**src/include/debug_settings.svh**
```systemverilog
`ifndef DEBUG_SETTINGS_SVH
`define DEBUG_SETTINGS_SVH

`define DBG_DATA_W      8               // UART byte width
`define DBG_WORD_W      32              // Instruction and address width

// Pipeline latch widths as reported by the processor
`define DBG_ID_EX_W     144             // ID/EX latch
`define DBG_EX_MEM_W    32              // EX/MEM latch
`define DBG_MEM_WB_W    40              // MEM/WB latch
`define DBG_CONTROL_W   24              // Control latch

`define DBG_DUMP_BYTES  30              // Bytes sent per dump

`define DBG_HALT_WORD   32'hFFFF_FFFF   // Last word of a program
`define DBG_ADDR_STEP   4               // Byte addresses, one word apart

`endif

```
**src/hdl/debug_cmd_pkg.sv**
```systemverilog
`include "debug_settings.svh"

package debug_cmd_pkg;

    // Host command bytes
    typedef enum logic [`DBG_DATA_W-1:0] {
        CMD_LOAD      = 8'h01,  // Start program loading
        CMD_DEBUG     = 8'h02,  // Enter debug mode
        CMD_RUN       = 8'h04,  // Run until end of program
        CMD_STEP      = 8'h08,  // One step then dump
        CMD_END_DEBUG = 8'h10   // Final dump, then leave debug
    } cmd_e;

    // Controller states
    typedef enum logic [2:0] {
        MODE_IDLE,
        MODE_LOAD,
        MODE_DEBUG,
        MODE_RUN,
        MODE_DUMP               // Waiting for the dumper
    } mode_e;

    // Instruction memory write request
    typedef struct packed {
        logic                   valid;  // One-cycle write pulse
        logic [`DBG_WORD_W-1:0] addr;
        logic [`DBG_WORD_W-1:0] word;
    } instr_write_t;

endpackage

```
**src/hdl/debug_dump_pkg.sv**
```systemverilog
`include "debug_settings.svh"

package debug_dump_pkg;

    // One byte moment on the UART receive or transmit side
    typedef struct packed {
        logic                   strobe; // One-cycle pulse
        logic [`DBG_DATA_W-1:0] data;
    } uart_byte_t;

    // Pipeline latches as seen by the debug unit
    typedef struct packed {
        logic [`DBG_ID_EX_W-1:0]   id_ex;
        logic [`DBG_EX_MEM_W-1:0]  ex_mem;
        logic [`DBG_MEM_WB_W-1:0]  mem_wb;
        logic [`DBG_CONTROL_W-1:0] control;
    } pipe_snapshot_t;

    // Dump order, one latch after the other
    typedef enum logic [1:0] {
        SEG_ID_EX,
        SEG_EX_MEM,
        SEG_MEM_WB,
        SEG_CONTROL
    } segment_e;

endpackage

```
**src/hdl/debug_ctrl.sv**
```systemverilog
`timescale 1ns/1ns

module debug_ctrl (
    input  logic                       clk,
    input  logic                       i_rst_n,
    input  debug_dump_pkg::uart_byte_t i_rx,
    input  logic                       i_end,
    input  logic                       i_load_halt,
    input  logic                       i_dump_done,
    output logic                       o_load_en,
    output logic                       o_dump_start,
    output logic                       o_step,
    output logic                       o_start
);

    import debug_cmd_pkg::*;

    mode_e mode;
    mode_e mode_nxt;
    logic  debug_flag;              // Set while debug mode is active
    logic  debug_flag_nxt;
    logic  step_nxt;
    logic  dump_start_nxt;
    cmd_e  cmd;

    assign cmd = cmd_e'(i_rx.data);

    always_comb begin
        mode_nxt       = mode;
        debug_flag_nxt = debug_flag;
        step_nxt       = 1'b0;
        dump_start_nxt = 1'b0;

        case (mode)
            MODE_IDLE: begin
                if (i_rx.strobe) begin
                    case (cmd)
                        CMD_LOAD: mode_nxt = MODE_LOAD;
                        CMD_DEBUG: begin
                            mode_nxt       = MODE_DEBUG;
                            debug_flag_nxt = 1'b1;
                        end
                        CMD_RUN:  mode_nxt = MODE_RUN;
                        default:  mode_nxt = MODE_IDLE;     // Unknown byte
                    endcase
                end
            end

            MODE_LOAD: begin
                if (i_load_halt) begin
                    mode_nxt = MODE_IDLE;                   // Halt word written
                end
            end

            MODE_DEBUG: begin
                if (i_rx.strobe) begin
                    case (cmd)
                        CMD_STEP: begin
                            step_nxt       = 1'b1;
                            dump_start_nxt = 1'b1;
                            mode_nxt       = MODE_DUMP;
                        end
                        CMD_END_DEBUG: begin
                            debug_flag_nxt = 1'b0;          // Return to idle after dump
                            dump_start_nxt = 1'b1;
                            mode_nxt       = MODE_DUMP;
                        end
                        default: mode_nxt = MODE_DEBUG;
                    endcase
                end
            end

            MODE_RUN: begin
                if (i_end) begin
                    dump_start_nxt = 1'b1;
                    mode_nxt       = MODE_DUMP;
                end else begin
                    step_nxt = 1'b1;                        // Free running
                end
            end

            MODE_DUMP: begin
                if (i_dump_done) begin
                    mode_nxt = debug_flag ? MODE_DEBUG : MODE_IDLE;
                end
            end

            default: mode_nxt = MODE_IDLE;
        endcase
    end

    always_ff @(posedge clk or negedge i_rst_n) begin
        if (!i_rst_n) begin
            mode         <= MODE_IDLE;
            debug_flag   <= 1'b0;
            o_step       <= 1'b0;
            o_dump_start <= 1'b0;
            o_start      <= 1'b0;
        end else begin
            mode         <= mode_nxt;
            debug_flag   <= debug_flag_nxt;
            o_step       <= step_nxt;
            o_dump_start <= dump_start_nxt;
            o_start      <= (mode != MODE_IDLE);            // Lags the mode by one cycle
        end
    end

    assign o_load_en = (mode == MODE_LOAD);

endmodule

```
**src/hdl/instr_loader.sv**
```systemverilog
`timescale 1ns/1ns
`include "debug_settings.svh"

module instr_loader (
    input  logic                         clk,
    input  logic                         i_rst_n,
    input  debug_dump_pkg::uart_byte_t   i_rx,
    input  logic                         i_load_en,
    output debug_cmd_pkg::instr_write_t  o_instr_wr,
    output logic                         o_load_halt
);

    import debug_cmd_pkg::*;

    localparam int SHIFT_W = `DBG_WORD_W - `DBG_DATA_W;

    logic [1:0]             byte_cnt;       // Bytes of the current word
    logic [SHIFT_W-1:0]     shift_q;        // Upper bytes received so far
    logic [`DBG_WORD_W-1:0] word_nxt;
    logic [`DBG_WORD_W-1:0] addr;           // Address of the next write
    instr_write_t           wr_q;
    logic                   halt_q;

    // Most significant byte arrives first
    assign word_nxt = {shift_q, i_rx.data};

    always_ff @(posedge clk) begin
        if (i_load_en && i_rx.strobe) begin
            shift_q <= word_nxt[SHIFT_W-1:0];
        end
    end

    always_ff @(posedge clk or negedge i_rst_n) begin
        if (!i_rst_n) begin
            byte_cnt <= '0;
            addr     <= '0;
            wr_q     <= '0;
            halt_q   <= 1'b0;
        end else begin
            wr_q.valid <= 1'b0;
            halt_q     <= 1'b0;
            if (!i_load_en) begin
                byte_cnt <= '0;
                addr     <= '0;
            end else if (i_rx.strobe) begin
                byte_cnt <= byte_cnt + 2'd1;                // Wraps after the fourth byte
                if (byte_cnt == 2'd3) begin
                    wr_q.valid <= 1'b1;
                    wr_q.addr  <= addr;
                    wr_q.word  <= word_nxt;
                    addr       <= addr + `DBG_WORD_W'(`DBG_ADDR_STEP);
                    halt_q     <= (word_nxt == `DBG_HALT_WORD);
                end
            end
        end
    end

    assign o_instr_wr  = wr_q;
    assign o_load_halt = halt_q;

endmodule

```
**src/hdl/latch_dumper.sv**
```systemverilog
`timescale 1ns/1ns
`include "debug_settings.svh"

module latch_dumper (
    input  logic                           clk,
    input  logic                           i_rst_n,
    input  debug_dump_pkg::pipe_snapshot_t i_snapshot,
    input  logic                           i_dump_start,
    input  logic                           i_tx_done,
    output debug_dump_pkg::uart_byte_t     o_tx,
    output logic                           o_dump_done
);

    import debug_dump_pkg::*;

    localparam int IDX_W = $clog2(`DBG_ID_EX_W / `DBG_DATA_W);    // Widest latch
    localparam int CNT_W = $clog2(`DBG_DUMP_BYTES);

    pipe_snapshot_t   snap;
    segment_e         seg;              // Latch of the byte in flight
    segment_e         seg_nxt;
    logic [IDX_W-1:0] idx;              // Byte index within that latch
    logic [IDX_W-1:0] idx_nxt;
    logic [CNT_W-1:0] sent;             // Bytes already started
    logic             busy;
    uart_byte_t       tx_q;
    logic             done_q;

    function automatic logic [IDX_W-1:0] seg_last(input segment_e s);
        case (s)
            SEG_ID_EX:  seg_last = IDX_W'(`DBG_ID_EX_W / `DBG_DATA_W - 1);
            SEG_EX_MEM: seg_last = IDX_W'(`DBG_EX_MEM_W / `DBG_DATA_W - 1);
            SEG_MEM_WB: seg_last = IDX_W'(`DBG_MEM_WB_W / `DBG_DATA_W - 1);
            default:    seg_last = IDX_W'(`DBG_CONTROL_W / `DBG_DATA_W - 1);
        endcase
    endfunction

    // Byte i of a latch, low byte first
    function automatic logic [`DBG_DATA_W-1:0] seg_byte(input pipe_snapshot_t s,
                                                       input segment_e       sg,
                                                       input logic [IDX_W-1:0] i);
        logic [`DBG_ID_EX_W-1:0] bits;
        case (sg)
            SEG_ID_EX:  bits = s.id_ex;
            SEG_EX_MEM: bits = `DBG_ID_EX_W'(s.ex_mem);
            SEG_MEM_WB: bits = `DBG_ID_EX_W'(s.mem_wb);
            default:    bits = `DBG_ID_EX_W'(s.control);
        endcase
        seg_byte = bits[i * `DBG_DATA_W +: `DBG_DATA_W];
    endfunction

    always_comb begin
        if (idx == seg_last(seg)) begin
            seg_nxt = segment_e'(seg + 2'd1);               // On to the next latch
            idx_nxt = '0;
        end else begin
            seg_nxt = seg;
            idx_nxt = idx + 1'b1;
        end
    end

    always_ff @(posedge clk) begin
        if (i_dump_start && !busy) begin
            snap <= i_snapshot;
        end
    end

    always_ff @(posedge clk or negedge i_rst_n) begin
        if (!i_rst_n) begin
            busy   <= 1'b0;
            seg    <= SEG_ID_EX;
            idx    <= '0;
            sent   <= '0;
            tx_q   <= '0;
            done_q <= 1'b0;
        end else begin
            tx_q.strobe <= 1'b0;
            done_q      <= 1'b0;
            if (!busy) begin
                if (i_dump_start) begin
                    busy        <= 1'b1;
                    seg         <= SEG_ID_EX;
                    idx         <= '0;
                    sent        <= '0;
                    tx_q.strobe <= 1'b1;                    // First byte straight from input
                    tx_q.data   <= seg_byte(i_snapshot, SEG_ID_EX, '0);
                end
            end else if (i_tx_done) begin
                if (sent == CNT_W'(`DBG_DUMP_BYTES - 1)) begin
                    busy   <= 1'b0;
                    done_q <= 1'b1;
                end else begin
                    seg         <= seg_nxt;
                    idx         <= idx_nxt;
                    sent        <= sent + 1'b1;
                    tx_q.strobe <= 1'b1;
                    tx_q.data   <= seg_byte(snap, seg_nxt, idx_nxt);
                end
            end
        end
    end

    assign o_tx        = tx_q;
    assign o_dump_done = done_q;

endmodule

```
**src/hdl/debug_unit_top.sv**
```systemverilog
`timescale 1ns/1ns

module debug_unit_top (
    input  logic                           clk,
    input  logic                           i_rst_n,
    input  debug_dump_pkg::uart_byte_t     i_rx,
    input  logic                           i_tx_done,
    input  logic                           i_end,
    input  debug_dump_pkg::pipe_snapshot_t i_snapshot,
    output debug_dump_pkg::uart_byte_t     o_tx,
    output debug_cmd_pkg::instr_write_t    o_instr_wr,
    output logic                           o_step,
    output logic                           o_start
);

    logic load_en;          // Loader owns the received bytes
    logic load_halt;
    logic dump_start;
    logic dump_done;

    debug_ctrl u_ctrl (
        .clk          (clk),
        .i_rst_n      (i_rst_n),
        .i_rx         (i_rx),
        .i_end        (i_end),
        .i_load_halt  (load_halt),
        .i_dump_done  (dump_done),
        .o_load_en    (load_en),
        .o_dump_start (dump_start),
        .o_step       (o_step),
        .o_start      (o_start)
    );

    instr_loader u_loader (
        .clk         (clk),
        .i_rst_n     (i_rst_n),
        .i_rx        (i_rx),
        .i_load_en   (load_en),
        .o_instr_wr  (o_instr_wr),
        .o_load_halt (load_halt)
    );

    latch_dumper u_dumper (
        .clk          (clk),
        .i_rst_n      (i_rst_n),
        .i_snapshot   (i_snapshot),
        .i_dump_start (dump_start),
        .i_tx_done    (i_tx_done),
        .o_tx         (o_tx),
        .o_dump_done  (dump_done)
    );

endmodule

```
**config.mk**
```make
export PLATFORM = sky130hd
export DESIGN_NAME = debug_unit_top
export DESIGN_NICKNAME = d
export VERILOG_FILES = /design/src/hdl/debug_cmd_pkg.sv /design/src/hdl/debug_dump_pkg.sv /design/src/hdl/debug_ctrl.sv /design/src/hdl/instr_loader.sv /design/src/hdl/latch_dumper.sv /design/src/hdl/debug_unit_top.sv
export VERILOG_INCLUDE_DIRS = /design/src /design/src/include
export SDC_FILE = /design/constraint.sdc
export NUM_CORES = 1
export LEC_CHECK = 0
export BUFFER_PORTS_ARGS = -buffer_cell sky130_fd_sc_hd__buf_4
export CAP_MARGIN = 20
export CELL_PAD_IN_SITES_DETAIL_PLACEMENT = 1
export CELL_PAD_IN_SITES_GLOBAL_PLACEMENT = 1
export CORE_MARGIN = 2
export CORE_UTILIZATION = 48
export CTS_CLUSTER_SIZE = 14
export DETAILED_ROUTE_END_ITERATION = 6
export PLACE_DENSITY_LB_ADDON = 0.3
export SYNTH_ARGS = -nofsm -noshare
export SYNTH_HDL_FRONTEND = slang
export SYNTH_SLANG_ARGS = --single-unit
```
**constraint.sdc**
```tcl
create_clock -name clk -period 17.8 [get_ports clk]
set_input_delay 1.78 -clock clk [delete_from_list [all_inputs] [get_ports clk]]
set_output_delay 1.78 -clock clk [all_outputs]
set_load 0.005 [all_outputs]
```
### Word level (Yosys, flattened, before mapping)

Cells that the tools add are included.

* register bits: 394
* input port bits: 253

* mux-type cells: 62
* shift-type cells: 1
* add/sub/neg operators: 5
* equality and inequality tests: 28
* reductions and logical operators: 15

Operator list (number)
* $mux W144: 3
* $pmux W144 S3: 1
* $mux W65: 3
* $shiftx A144 B9 Y8: 1
* $mux W32: 3
* $mux W5: 8
* $mux W9: 4
* $add A32 B3 Y32 const B: 1
* $eq A32 B32 Y1 const B: 1
* $mux W1: 20
* $mux W3: 6
* $ne A2 B2 Y1 const B: 9
* $mux W2: 8
* $pmux W3 S5: 1
* $pmux W5 S3: 1
* $add A5 B1 Y5 const B: 2
* $reduce_and A5 Y1: 2
* $eq A8 B1 Y1 const B: 1
* $eq A8 B2 Y1 const B: 1
* $eq A8 B3 Y1 const B: 1
* $eq A8 B4 Y1 const B: 1
* $eq A8 B5 Y1 const B: 1
* $eq A2 B2 Y1 const B: 3
* $eq A3 B2 Y1 const B: 2
* other kinds (18): 27

### Longest topological paths before layout

Gate-level depths: netlist of the first run.

* depth in word-level cells: 13
* gate-level depth with buffers: 14

### By module

Synthesis of the first run repeated with hierarchy kept, for this count alone.

* cells, all modules: 1302
* area, all modules: 16514.6 um^2

Modules (own cells, without submodules)
* latch_dumper: times used 1, sequential area each 7782.5 um^2, cells each 773, area an instance 11182.0 um^2
* instr_loader: times used 1, sequential area each 3123.0 um^2, cells each 476, area an instance 4855.9 um^2
* debug_ctrl: times used 1, sequential area each 175.2 um^2, cells each 53, area an instance 476.7 um^2

### Worst setup path before layout of the first run

OpenSTA, ideal clock, no wires.

* path type: register -> register
* from: reg u_dumper.busy
* to: reg u_dumper.tx_q, in the netlist u_dumper.o_tx[6]
* stages on the path, launching flop included: 8
* buffers on the path: 0
* period minus slack after synthesis: 7270 ps
* setup time: 133 ps
* setup slack: 10530 ps
* data arrival time: 7137 ps
* cell sequence: dfrtp_1 -> nand2b_1 -> clkinv_1 -> nor2_1 -> inv_1 -> nor2_1 -> a31o_2 -> a31oi_1

* cells in the longest elaborated chain, start to end: 2

RTL lines
* start: declaration: line latch_dumper.sv:25 `logic busy;`
* start signal: assignment: line latch_dumper.sv:70 `busy <= 1'b0;`
* start signal: assignment: line latch_dumper.sv:81 `busy <= 1'b1;`
* start signal: assignment: line latch_dumper.sv:90 `busy <= 1'b0;`
* $ne A2 B2 Y1 (no source line) / $reduce_bool A2 Y1 (equally long branches)
* $reduce_and A3 Y1 (no source line)
* end: declaration: line latch_dumper.sv:26 `uart_byte_t tx_q;`

Parallel ways exist; a longest one is shown, timed or not.
A chain may end at the register's enable or synchronous reset.

### Final worst setup path of the first run

* from: reg u_dumper.seg[0]
* to: reg u_dumper.tx_q, in the netlist u_dumper.o_tx[7]

* cells in the longest elaborated chain, start to end: 13

RTL lines
* start: declaration: line latch_dumper.sv:20 `segment_e seg;`
* start signal: assignment: line latch_dumper.sv:93 `seg <= seg_nxt;`
* $eq A2 B2 Y1, or another cell as far along: line latch_dumper.sv:30 `case (s)`
* $pmux W5 S3: line latch_dumper.sv:30
* $eq A5 B5 Y1: line latch_dumper.sv:53 `if (idx == seg_last(seg)) begin`
* $mux W2: line latch_dumper.sv:53
* $eq A2 B2 Y1, or another cell as far along: line latch_dumper.sv:43 `case (sg)`
* $pmux W144 S3: line latch_dumper.sv:43
* $mux W144: line latch_dumper.sv:89 `` if (sent == CNT_W'(`DBG_DUMP_BYTES - 1)) begin ``
* $mux W144: line latch_dumper.sv:88 `end else if (i_tx_done) begin`
* $mux W144: line latch_dumper.sv:79 `if (!busy) begin`
* $shiftx A144 B9 Y8 (*): line latch_dumper.sv:49 `` seg_byte = bits[i * `DBG_DATA_W +: `DBG_DATA_W]; ``
* $mux W9 (*): line latch_dumper.sv:89
* $mux W9 (*): line latch_dumper.sv:88
* $mux W9 (*): line latch_dumper.sv:79

Mark *: on every way between the ends. The rest lies on a longest branch, timed or not. The select of a mux whose other input is x is not followed.

==> metrics.md, run 1 <==
| Metric | Value |
|---|---|
| FF-to-FF path depth | `10` |
| Layout cell share with drive strength beyond 1 | `0.330` |
| Initial core utilization | `0.487` |
| Final Wtd Congestion | `0.888` |
| Final Setup Violations | `0` |
| Setup Skew | `0.0141 ns` |
| Std-Cell Rows | `67` |
| Total Die Area | `35500 sq um` |
| Power Density | `121 nW/um^2` |
| Post-synthesis xor/xnor area fraction | `0.0198` |
| Post-Syn Area | `16300 sq um` |
| Largest net degree at the start of global routing | `113` |
| Sequential fraction of the synthesis area | `0.678` |
| Fmax | `0.208 GHz` |
| Die Span X | `189 um` |
| Drt first pass iters | `5` |
| Crit Path Max Fanout | `64` |
| Hpwl dp | `35300 um` |
| CP Class | `reg2reg` |
| RSZ-0062 raised after global routing | `no` |
| Fillers | `3271` |
| Setup TNS | `0 ns` |
| Hold Path Depth | `0` |
| Fin. Hold Viols | `0` |
| Synth Register Bits | `390` |
| Max cap viols | `0` |
| Max H-tree Level | `2` |
| Slew Viols, Final | `0` |
| Top post-synthesis cells by area | `edfxtp_1 (48%), dfrtp_1 (19%), mux2_2 (5.4%)` |
| Unique masters post-synth | `72` |
| Post-CTS Setup Bufs | `0` |
| First-pass GRT wire length | `76900 um` |
| Synth Area per Inst | `14.0 sq um` |
| Drt total wl | `51100 um` |
| Area growth syn-to-layout | `26.3%` |
| Cts hold-fix bufs | `0` |
| Min-delay worst type | `reg2reg` |
| Post-synthesis adder-cell area fraction | `0.00689` |
| Max clock buf depth | `3` |
| # DRC | `0` |
| Hold endpoint | `u_loader.shift_q[23]$_DFFE_PP_` |
| Via/cell ratio | `5.87` |
| Min-Delay Startpoint | `u_loader.shift_q[15]$_DFFE_PP_` |
| Die height | `189 um` |
| Status | `complete, no violations` |
| DRT iter0 DRCs | `835` |
| Clk sink count | `390` |
| Core area | `33500 sq um` |
| Post-Layout Cell Count | `1978` |
| Minimum clock period | `4.81 ns` |
| Largest family of logic cells by synthesized area | `compound AO/OA/AOI/OAI gates` |
| I/O Buffers | `326` |
| CP Launch Point | `u_dumper.seg[0]$_DFFE_PN0P_` |
| Tcrit/Tclk final | `0.270` |
| Cells after synthesis | `1169` |
| Fin worst setup slack | `12.99 ns` |
| Gr usage total | `0.287` |
| Post-cts resize count | `0` |
| Worst R2R Start | `u_dumper.seg[0]$_DFFE_PN0P_` |
| Pwr Total | `2.51 mW` |
| Yosys warns | `0` |
| CP Launch Type | `flip-flop` |
| LEAKAGE | `8.15 nW` |
| Critical path capture point type | `flip-flop` |
| Compound-Gate Fraction of Synth Area | `0.0969` |
| Initial antenna violation count | `13` |
| Worst skew pair latency | `0.55 ns` |
| Crit path DAT | `5.19 ns` |
| Worst hold slack | `0.486 ns` |
| Vias in the first global route | `12800` |
| Simple-gate share of the synthesized area | `0.0840` |
| Root Buffer | `clkbuf_16` |
| Reg2reg end | `u_dumper.o_tx[7]$_DFFE_PN0P_` |
| Worst vdd ir | `78.5 uV` |
| Post-synth EDFFs | `264` |
| Cts bufs inserted | `43` |
| R2R Setup Slk | `12.99 ns` |
| Area leader, netlist | `edfxtp_1` |
| Slew headroom | `0.230` |
| Clk slew on worst S/H paths | `0.06 ns` |
| Mux contribution to synthesized area | `0.0950` |
| Ys async rst share | `0.323` |
| Critical Path RT | `18.17 ns` |
| Antenna Nets Post-Route | `0` |
| Placement Setup Slack | `13.22 ns` |
| Final #Nets | `1756` |
| Yosys top cell area share | `0.485` |
| Total gr overflow | `0` |
| Predominant post-synthesis flop cell | `edfxtp_1` |
| DR WL/cell | `25.8 um` |
| Inst Count DP | `1896` |
| Via count | `11600` |
| CTS tree | `yes` |
| Slew @ Worst Pin | `1.13 ns` |
| # IOs | `329` |
==> stage by stage <==
stage,cell area (sq um),util
2_1_floorplan,16400,-
3_3_place_gp,19200,0.574
3_5_place_dp,19300,0.574
4_1_cts,20600,0.614
5_1_grt,20600,0.615
6_report,20600,0.616
==> area by class of cell <==
cell class | instances | area (sq um) | area share
sequential | 390 | 11100 | 0.537
clock buffer | 61 | 1250 | 0.0604
tap | 448 | 561 | 0.0272
timing repair buffer | 343 | 2600 | 0.126
multi-input combinational | 704 | 4980 | 0.241
inverter | 12 | 52.6 | 0.00255
clock inverter | 12 | 92.6 | 0.00449
antenna | 8 | 20.0 | 0.000970
==> kinds of logic (layout without fill, tap and decap cells) <==
| kind of cell | count (synthesis) | in the layout |
|---|---|---|
| AOI/OAI and AO/OA | 231 | 231 |
| xor gates and xnor gates | 37 | 37 |
| adders and majority gates | 9 | 9 |
| buffers and inverters | 76 | 428 |
| DFF | 390 | 390 |
| muxes | 139 | 139 |
| other | 1 | 10 |
| and+or+nand+nor | 286 | 286 |
==> power by group <==
| group | total, mW | leakage, nW | switching (mW) | internal, mW |
|---|---|---|---|---|
| Clock | 0.857 | 0.656 | 0.358 | 0.499 |
| Combinational | 0.639 | 3.41 | 0.398 | 0.240 |
| Sequential | 1.01 | 4.08 | 0.0216 | 0.989 |
==> cell usage after synthesis, drive strengths merged (8+ instances only) <==
cell	count
ha	9
nand3	24
mux2i	55
a2111oi	12
o22ai	8
o221ai	10
dfrtp	126
inv	11
nand2b	9
a211oi	14
and3	12
clkbuf	41
mux2	79
or3	8
nand4	22
edfxtp	264
buf	23
xor2	23
nand2	75
a31oi	8
a21oi	54
xnor2	14
nor2b	13
o21ai	50
nor2	81
nor3	16
==> layer usage <==
| metal | part of all wire | track usage | up-vias |
|---|---|---|---|
| met5 | 0.0012 | 0 | - |
| met1 | 0.37 | 0.333 | 5859 |
| met2 | 0.51 | 0.503 | 501 |
| met3 | 0.080 | 0.0799 | 140 |
| li1 | - | - | 5112 |
| met4 | 0.042 | 0.116 | 8 |
==> placed cells by master (no fill, tap or decap), drive strengths merged, types with 13 or more instances in the layout <==
| master | n |
|---|---|
| nand4 | 22 |
| xnor2 | 14 |
| nor2b | 13 |
| a21oi | 54 |
| mux2 | 79 |
| xor2 | 23 |
| inv | 13 |
| clkbuf | 61 |
| dfrtp | 126 |
| nand3 | 24 |
| nor2 | 81 |
| o21ai | 50 |
| mux2i | 55 |
| nand2 | 75 |
| nor3 | 16 |
| edfxtp | 264 |
| buf | 343 |
| a211oi | 14 |
==> state kept, by name (all words and copies together) (netlist names) <==
signal                count
u_ctrl.mode               3
u_loader.o_instr_wr      63
u_ctrl.debug_flag         1
u_dumper.snap           240
u_loader.byte_cnt         2
u_dumper.idx              5
u_loader.shift_q         24
u_dumper.sent             5
u_ctrl.o_dump_start       1
u_ctrl.o_start            1
u_ctrl.o_step             1
u_loader.addr            30
u_dumper.seg              2
u_dumper.o_dump_done      1
u_dumper.o_tx             9
u_dumper.busy             1
u_loader.o_load_halt      1
==> critical path: stages (launching register included) <==
cell,delay (ns)
dfrtp_2,0.35
buf_4,0.69
ha_1,0.29
or3b_1,0.13
nand4_1,0.47
o21ai_0,0.89
nor3_1,0.21
a31oi_1,0.25
o21ai_0,0.23
a2111oi_0,1.00
a21oi_1,0.13
==> worst max path at each step <==
stage	endpoint	slack (ns)
4_1_cts	u_dumper.o_tx[7]$_DFFE_PN0P_	13.20
3_5_place_dp	u_dumper.o_tx[7]$_DFFE_PN0P_	13.22
5_1_grt	u_dumper.o_tx[7]$_DFFE_PN0P_	12.87
3_3_place_gp	u_dumper.o_tx[7]$_DFFE_PN0P_	13.48
6_report	u_dumper.o_tx[7]$_DFFE_PN0P_	12.99
2_1_floorplan	u_dumper.o_tx[6]$_DFFE_PN0P_	10.53
Note: power is estimated with default switching activity, not from simulation.
==> inputs of run 2 (changes only) <==
- CORE_UTILIZATION: 48 -> 40
- clock period: 17.8 -> 4 ns (I/O delays scaled with it)
==> metrics.md, run 2 (same netlist as run 1, synthesis figures left out) <==
| Metric | Value |
|---|---|
| Part of the power in combinational logic | `0.269` |
| Final core occ | `0.575` |
| Critical Path RT | `4.46 ns` |
| Buf/Inv on CP | `2` |
| Commonest non-fill, non-tap cell in the layout | `buf_4` |
| Cts bufs inserted | `44` |
| Power Density | `511 nW/um^2` |
| Reg with most FFs | `u_dumper.snap` |
| Layout cell share with drive strength beyond 1 | `0.298` |
| CP Class | `reg2reg` |
| Setup Skew | `0.0267 ns` |
| DRT iter0 DRCs | `754` |
| Max cap viols | `0` |
| Max reg flops | `240` |
| RSZ-0062 raised after global routing | `no` |
| Slowest stage cell, crit path | `a2111oi_0` |
| Final Setup Violations | `0` |
| Worst skew pair latency | `0.58 ns` |
| Slew headroom | `0.217` |
| CP Cell Sequence | `inv_1, ha_1, xnor2_1, and4_1, nand2_2, a2bb2oi_2, mux2i_1, o21ai_0, a2111oi_0, buf_4, a21oi_1` |
| Fillers | `4025` |
| Clk network pwr share | `0.352` |
| Clk sink count | `390` |
| Psw | `3.75 mW` |
| # DRC | `0` |
| Fmax | `0.274 GHz` |
| Drt total wl | `57800 um` |
| Slew @ Worst Pin | `1.15 ns` |
| CTS tree | `yes` |
| Pwr Total | `11.9 mW` |
| Clk slew on worst S/H paths | `0.07 ns` |
| CP Launch Type | `flip-flop` |
| Largest net degree at the start of global routing | `113` |
| Total gr overflow | `0` |
| DR WL/cell | `24.9 um` |
| First-pass GRT wire length | `85900 um` |
| Root Buffer | `clkbuf_16` |
| Std-Cell Rows | `74` |
| I/O Buffers | `326` |
| Total Die Area | `42500 sq um` |
| Net Sw Frac | `0.315` |
| Setup TNS | `0 ns` |
| Min-delay worst type | `in2reg` |
| Vias in the first global route | `13900` |
| Tcrit/Tclk final | `0.911` |
| Drt first pass iters | `7` |
| Core area | `40600 sq um` |
| Crit path DAT | `4.11 ns` |
| Final Wtd Congestion | `0.867` |
| Crit Path Max Fanout | `12` |
| Die Span X | `206 um` |
| Hpwl dp | `35800 um` |
| Initial core utilization | `0.403` |
| # IOs | `329` |
| Max H-tree Level | `2` |
| CP top delay family | `compound AO/OA/AOI/OAI gates` |
| Final instance area | `23300 sq um` |
| Max incr delay on CP | `0.64 ns` |
| Final #Nets | `2004` |
| Area of the multi-input gates | `5000 sq um` |
| Most frequent cells in the layout | `buf_4 (356), edfxtp_1 (264), dlygate4sd3_1 (232)` |
| Flop pwr share | `0.379` |
| Area growth syn-to-layout | `42.7%` |
| Worst vdd ir | `312 uV` |
| Via count | `12600` |
| LEAKAGE | `9.25 nW` |
| Die height | `206 um` |
| Int Pwr | `8.16 mW` |
| Initial antenna violation count | `11` |
| Fin. Hold Viols | `0` |
| Critical path capture point type | `flip-flop` |
| Gr usage total | `0.273` |
| Antenna Nets Post-Route | `0` |
| Placed cell areas | `19500 sq um` |
| Status | `complete, no violations` |
| Max clock buf depth | `3` |
| Slew Viols, Final | `0` |
| Reg area | `11100 sq um` |
| Minimum clock period | `3.64 ns` |
| Via/cell ratio | `5.43` |
-- run 2: changes by cell type in the layout (fill, tap and decap cells not counted), sizes merged --
cell         change
buf             +15
bufinv           +2
clkbuf           +3
clkinv           +1
clkinvlp         +3
diode            +1
dlygate4sd3    +232
-- run 2: area by class of cell --
class | count | share of cell area
diodes | 9 | 0.000965
well taps | 532 | 0.0285
multi-input cells | 704 | 0.214
clock inverters | 18 | 0.00783
flip-flops and latches | 390 | 0.475
clock buffers | 64 | 0.0552
repair buffers | 590 | 0.216
inverters | 12 | 0.00247
-- run 2: final timing paths --
check | startpoint | to | slack, ns | cells past startpoint
max | u_dumper.seg[0]$_DFFE_PN0P_ | u_dumper.o_tx[1]$_DFFE_PN0P_ | 0.36 | 11
min reg2reg | u_dumper.sent[4]$_DFFE_PN0P_ | u_dumper.sent[4]$_DFFE_PN0P_ | 0.49 | 1
max in group asynchronous | i_rst_n | u_dumper.idx[0]$_DFFE_PN0P_ | 2.70 | 3
max reg2reg | u_dumper.seg[0]$_DFFE_PN0P_ | u_dumper.o_tx[1]$_DFFE_PN0P_ | 0.36 | 11
min in group asynchronous | i_rst_n | u_loader.addr[12]$_DFFE_PN0P_ | 0.42 | 2
min | i_snapshot[3] | u_dumper.snap[3]$_DFFE_PP_ | 0.03 | 1
-- run 2: worst register-to-register path, stage by stage (launching register included) --
cell       delay [ns]
dfrtp_2          0.48
inv_1            0.19
ha_1             0.25
xnor2_1          0.18
and4_1           0.36
nand2_2          0.27
a2bb2oi_2        0.48
mux2i_1          0.23
o21ai_0          0.20
a2111oi_0        0.64
buf_4            0.21
a21oi_1          0.05
-- run 2: layer usage --
metal	track usage	wire [um]
met1	0.325	22700
met4	0.116	2240
met5	0	33
met2	0.477	29500
met3	0.0577	3350
-- run 2: power by group through the flow --
stage	Clock [mW]	Combinational (mW)	Sequential [mW]
after floorplan	0	1.69	4.53
after detailed placement	0	2.91	4.59
after CTS	4.20	3.12	4.51
after global placement	0	2.88	4.59
after global routing	4.40	3.43	4.52
final	4.19	3.21	4.52
-- run 2: stage by stage --
stage | worst slack [ns] | hold slack [ns] | cells
after global routing | 0.149 | 0.0154 | 2318
after CTS | 0.110 | 0.000166 | 2308
after global placement | 0.214 | 0.466 | 1994
final | 0.356 | 0.0269 | 2319
after floorplan | 0.944 | 0.104 | 1170
after detailed placement | 0.146 | 0.468 | 1994
-- run 2: timing repair --
action / CTS / global route
hold buffers: 232 / 0
hold endpoints to repair: 280 / 0
resized for setup: 0 / 2
setup buffers: 0 / 2
setup endpoints to repair: 0 / 2
==> inputs of run 3 (changes only) <==
- ABC_AREA: unset -> 1
- CORE_UTILIZATION: 40 -> 39
==> metrics.md, run 3 <==
| Metric | Value |
|---|---|
| Gr usage total | `0.273` |
| Critical Path RT | `4.46 ns` |
| Predominant post-synthesis flop cell | `edfxtp_1` |
| Drt total wl | `59900 um` |
| I/O Buffers | `326` |
| Clk sink count | `390` |
| Reg with most FFs | `u_dumper.snap` |
| Worst vdd ir | `444 uV` |
| Net Sw Frac | `0.390` |
| Initial core utilization | `0.397` |
| Setup Skew | `0.0178 ns` |
| Synth Area per Inst | `11.0 sq um` |
| First-pass GRT wire length | `90300 um` |
| Clk network pwr share | `0.306` |
| Top post-synthesis cells by area | `edfxtp_1 (49%), dfrtp_1 (19%), nand2_1 (7.7%)` |
| Post-Syn Area | `16200 sq um` |
| DR WL/cell | `23.0 um` |
| Die height | `208 um` |
| Slew @ Worst Pin | `0.934 ns` |
| Most frequent cells in the layout | `buf_4 (340), nand2_1 (332), edfxtp_1 (264)` |
| Total Die Area | `43300 sq um` |
| Yosys warns | `0` |
| Min-delay worst type | `in2reg` |
| Unique masters post-synth | `53` |
| Setup TNS | `0 ns` |
| Post-synth EDFFs | `264` |
| Cell with the most instances after synthesis | `nand2_1` |
| Hold Path Depth | `1` |
| # IOs | `329` |
| Cts bufs inserted | `45` |
| Fmax | `0.286 GHz` |
| Area growth syn-to-layout | `41.8%` |
| CTS tree | `yes` |
| Max incr delay on CP | `0.53 ns` |
| Max cap viols | `0` |
| Crit-path most repeated cell | `nand2_1` |
| Commonest non-fill, non-tap cell in the layout | `buf_4` |
| Critical path capture point type | `flip-flop` |
| Root Buffer | `clkbuf_16` |
| Worst skew pair latency | `0.58 ns` |
| Int Pwr | `8.67 mW` |
| Max reg flops | `240` |
| DRT iter0 DRCs | `1086` |
| Core area | `40900 sq um` |
| Via/cell ratio | `5.33` |
| Yosys top cell area share | `0.488` |
| Cts hold-fix bufs | `222` |
| Slowest stage cell, crit path | `nand2_1` |
| Synth Register Bits | `390` |
| Hpwl dp | `35200 um` |
| Flop pwr share | `0.319` |
| Final #Nets | `2289` |
| Crit Path Max Fanout | `24` |
| Area leader, netlist | `edfxtp_1` |
| Placement Setup Slack | `0.718 ns` |
| Fin worst setup slack | `0.505 ns` |
| CP Launch Type | `flip-flop` |
| Layout cell share with drive strength beyond 1 | `0.218` |
| Max clock buf depth | `3` |
| Via count | `13900` |
| FF-to-FF path depth | `17` |
| Max H-tree Level | `2` |
| Clk slew on worst S/H paths | `0.06 ns` |
| Buf/Inv on CP | `3` |
| Ys async rst share | `0.323` |
| RSZ-0062 raised after global routing | `no` |
| CP Class | `reg2reg` |
| Final Setup Violations | `0` |
| Synth cell count leaders | `nand2_1 (333), edfxtp_1 (264), o21ai_0 (157)` |
| Std-Cell Rows | `74` |
| Die Span X | `208 um` |
| Psw | `5.55 mW` |
| Initial antenna violation count | `8` |
| Slew headroom | `0.377` |
| Final instance area | `23000 sq um` |
| Cells after synthesis | `1476` |
| Tcrit/Tclk final | `0.874` |
| Part of the power in combinational logic | `0.374` |
| Total gr overflow | `0` |
| LEAKAGE | `9.66 nW` |
| Slew Viols, Final | `0` |
| Final Wtd Congestion | `0.849` |
| Power Density | `618 nW/um^2` |
| Placed cell areas | `19200 sq um` |
| Post-cts resize count | `0` |
| Drt first pass iters | `5` |
| Vias in the first global route | `15000` |
| CP Cell Sequence | `inv_1, ha_1, inv_1, nand2_1, nand3_1, nor2_1, nand3_1, nand2_4, nand2_1, o21ai_0, inv_1, nand2_1, nand3_1, nand3_1, nand2_1, nand2_1, a21oi_2` |
| Antenna Nets Post-Route | `0` |
| Crit path DAT | `3.95 ns` |
| Largest net degree at the start of global routing | `149` |
| Minimum clock period | `3.49 ns` |
| Post-CTS Setup Bufs | `0` |
| Status | `complete, no violations` |
| Worst path depth | `17` |
| # DRC | `0` |
| Fin. Hold Viols | `0` |
| Worst hold slack | `0.0161 ns` |
| CP top delay family | `simple AND/OR/NAND/NOR gates` |
| Sequential fraction of the synthesis area | `0.683` |
| Final core occ | `0.563` |
run 3: changes by cell type in the layout (fill, tap and decap cells not counted), sizes merged, moves of 14 or more:
| cell | before | now |
|---|---|---|
| inv | 13 | 137 |
| o22ai | 8 | 29 |
| nand3 | 24 | 150 |
| a211oi | 14 | 0 |
| mux2i | 55 | 3 |
| o21ai | 50 | 159 |
| a21oi | 54 | 27 |
| xor2 | 23 | 6 |
| mux2 | 79 | 0 |
| nand2 | 75 | 339 |
run 3: cell families (layout without fill, tap and decap cells):
logic type               count (synthesis)  in the layout  share of synthesized area
other                                    1             11                   0.000231
adder cells (fa/ha/maj)                  9              9                    0.00694
XOR/XNOR                                 7              7                    0.00378
buffers and inverters                  200            786                     0.0514
AND/OR/NAND/NOR                        612            612                      0.165
flip-flops                             390            390                      0.683
AO/OA/AOI/OAI                          254            254                     0.0880
multiplexers                             3              3                    0.00185
run 3: metrics by stage:
stage	power (mW)	std cells
6_report	14.2	2604
5_1_grt	14.9	2602
4_1_cts	14.0	2595
3_5_place_dp	9.51	2290
3_3_place_gp	9.37	2289
2_1_floorplan	7.82	1477
run 3: worst paths after layout:
kind | start | endpoint | slack, ns
worst max register to register | u_dumper.seg[0]$_DFFE_PN0P_ | u_dumper.o_tx[6]$_DFFE_PN0P_ | 0.51
worst max-delay path | u_dumper.seg[0]$_DFFE_PN0P_ | u_dumper.o_tx[6]$_DFFE_PN0P_ | 0.51
max in group asynchronous | i_rst_n | u_dumper.idx[3]$_DFFE_PN0P_ | 2.62
worst min register to register | u_loader.shift_q[11]$_DFFE_PP_ | u_loader.shift_q[19]$_DFFE_PP_ | 0.45
worst min-delay path | i_snapshot[28] | u_dumper.snap[28]$_DFFE_PP_ | 0.02
min in group asynchronous | i_rst_n | u_loader.o_instr_wr[43]$_DFFE_PN0P_ | 0.50
run 3: layer usage:
| metal | GRT usage | wire length [um] |
|---|---|---|
| met1 | 0.332 | 23500 |
| met2 | 0.469 | 29800 |
| met3 | 0.0586 | 4120 |
| met4 | 0.116 | 2450 |
| met5 | 0 | 14 |
run 3: cell type report:
class	count	area [sq um]
fillers	4372	17900
flip-flops and latches	390	11100
repair buffers	567	4870
multi-input cells	887	4330
clock buffers	62	1320
well taps	532	666
inverters	136	519
clock inverters	21	220
diodes	9	22.5
run 3: worst reg2reg max path, stage by stage (launching register included):
cell	delay (ns)
dfrtp_1	0.43
inv_1	0.16
ha_1	0.22
inv_1	0.05
nand2_1	0.08
nand3_1	0.08
nor2_1	0.18
nand3_1	0.16
nand2_4	0.29
nand2_1	0.53
o21ai_0	0.50
inv_1	0.10
nand2_1	0.08
nand3_1	0.10
nand3_1	0.16
nand2_1	0.12
nand2_1	0.09
a21oi_2	0.05
run 3: power by group through the flow:
stage,registers (mW),clock network [mW],logic (mW)
after detailed placement,4.62,0,4.89
after CTS,4.54,4.35,5.12
final,4.54,4.35,5.33
after global routing,4.56,4.55,5.81
after floorplan,4.61,0,3.21
after global placement,4.62,0,4.75
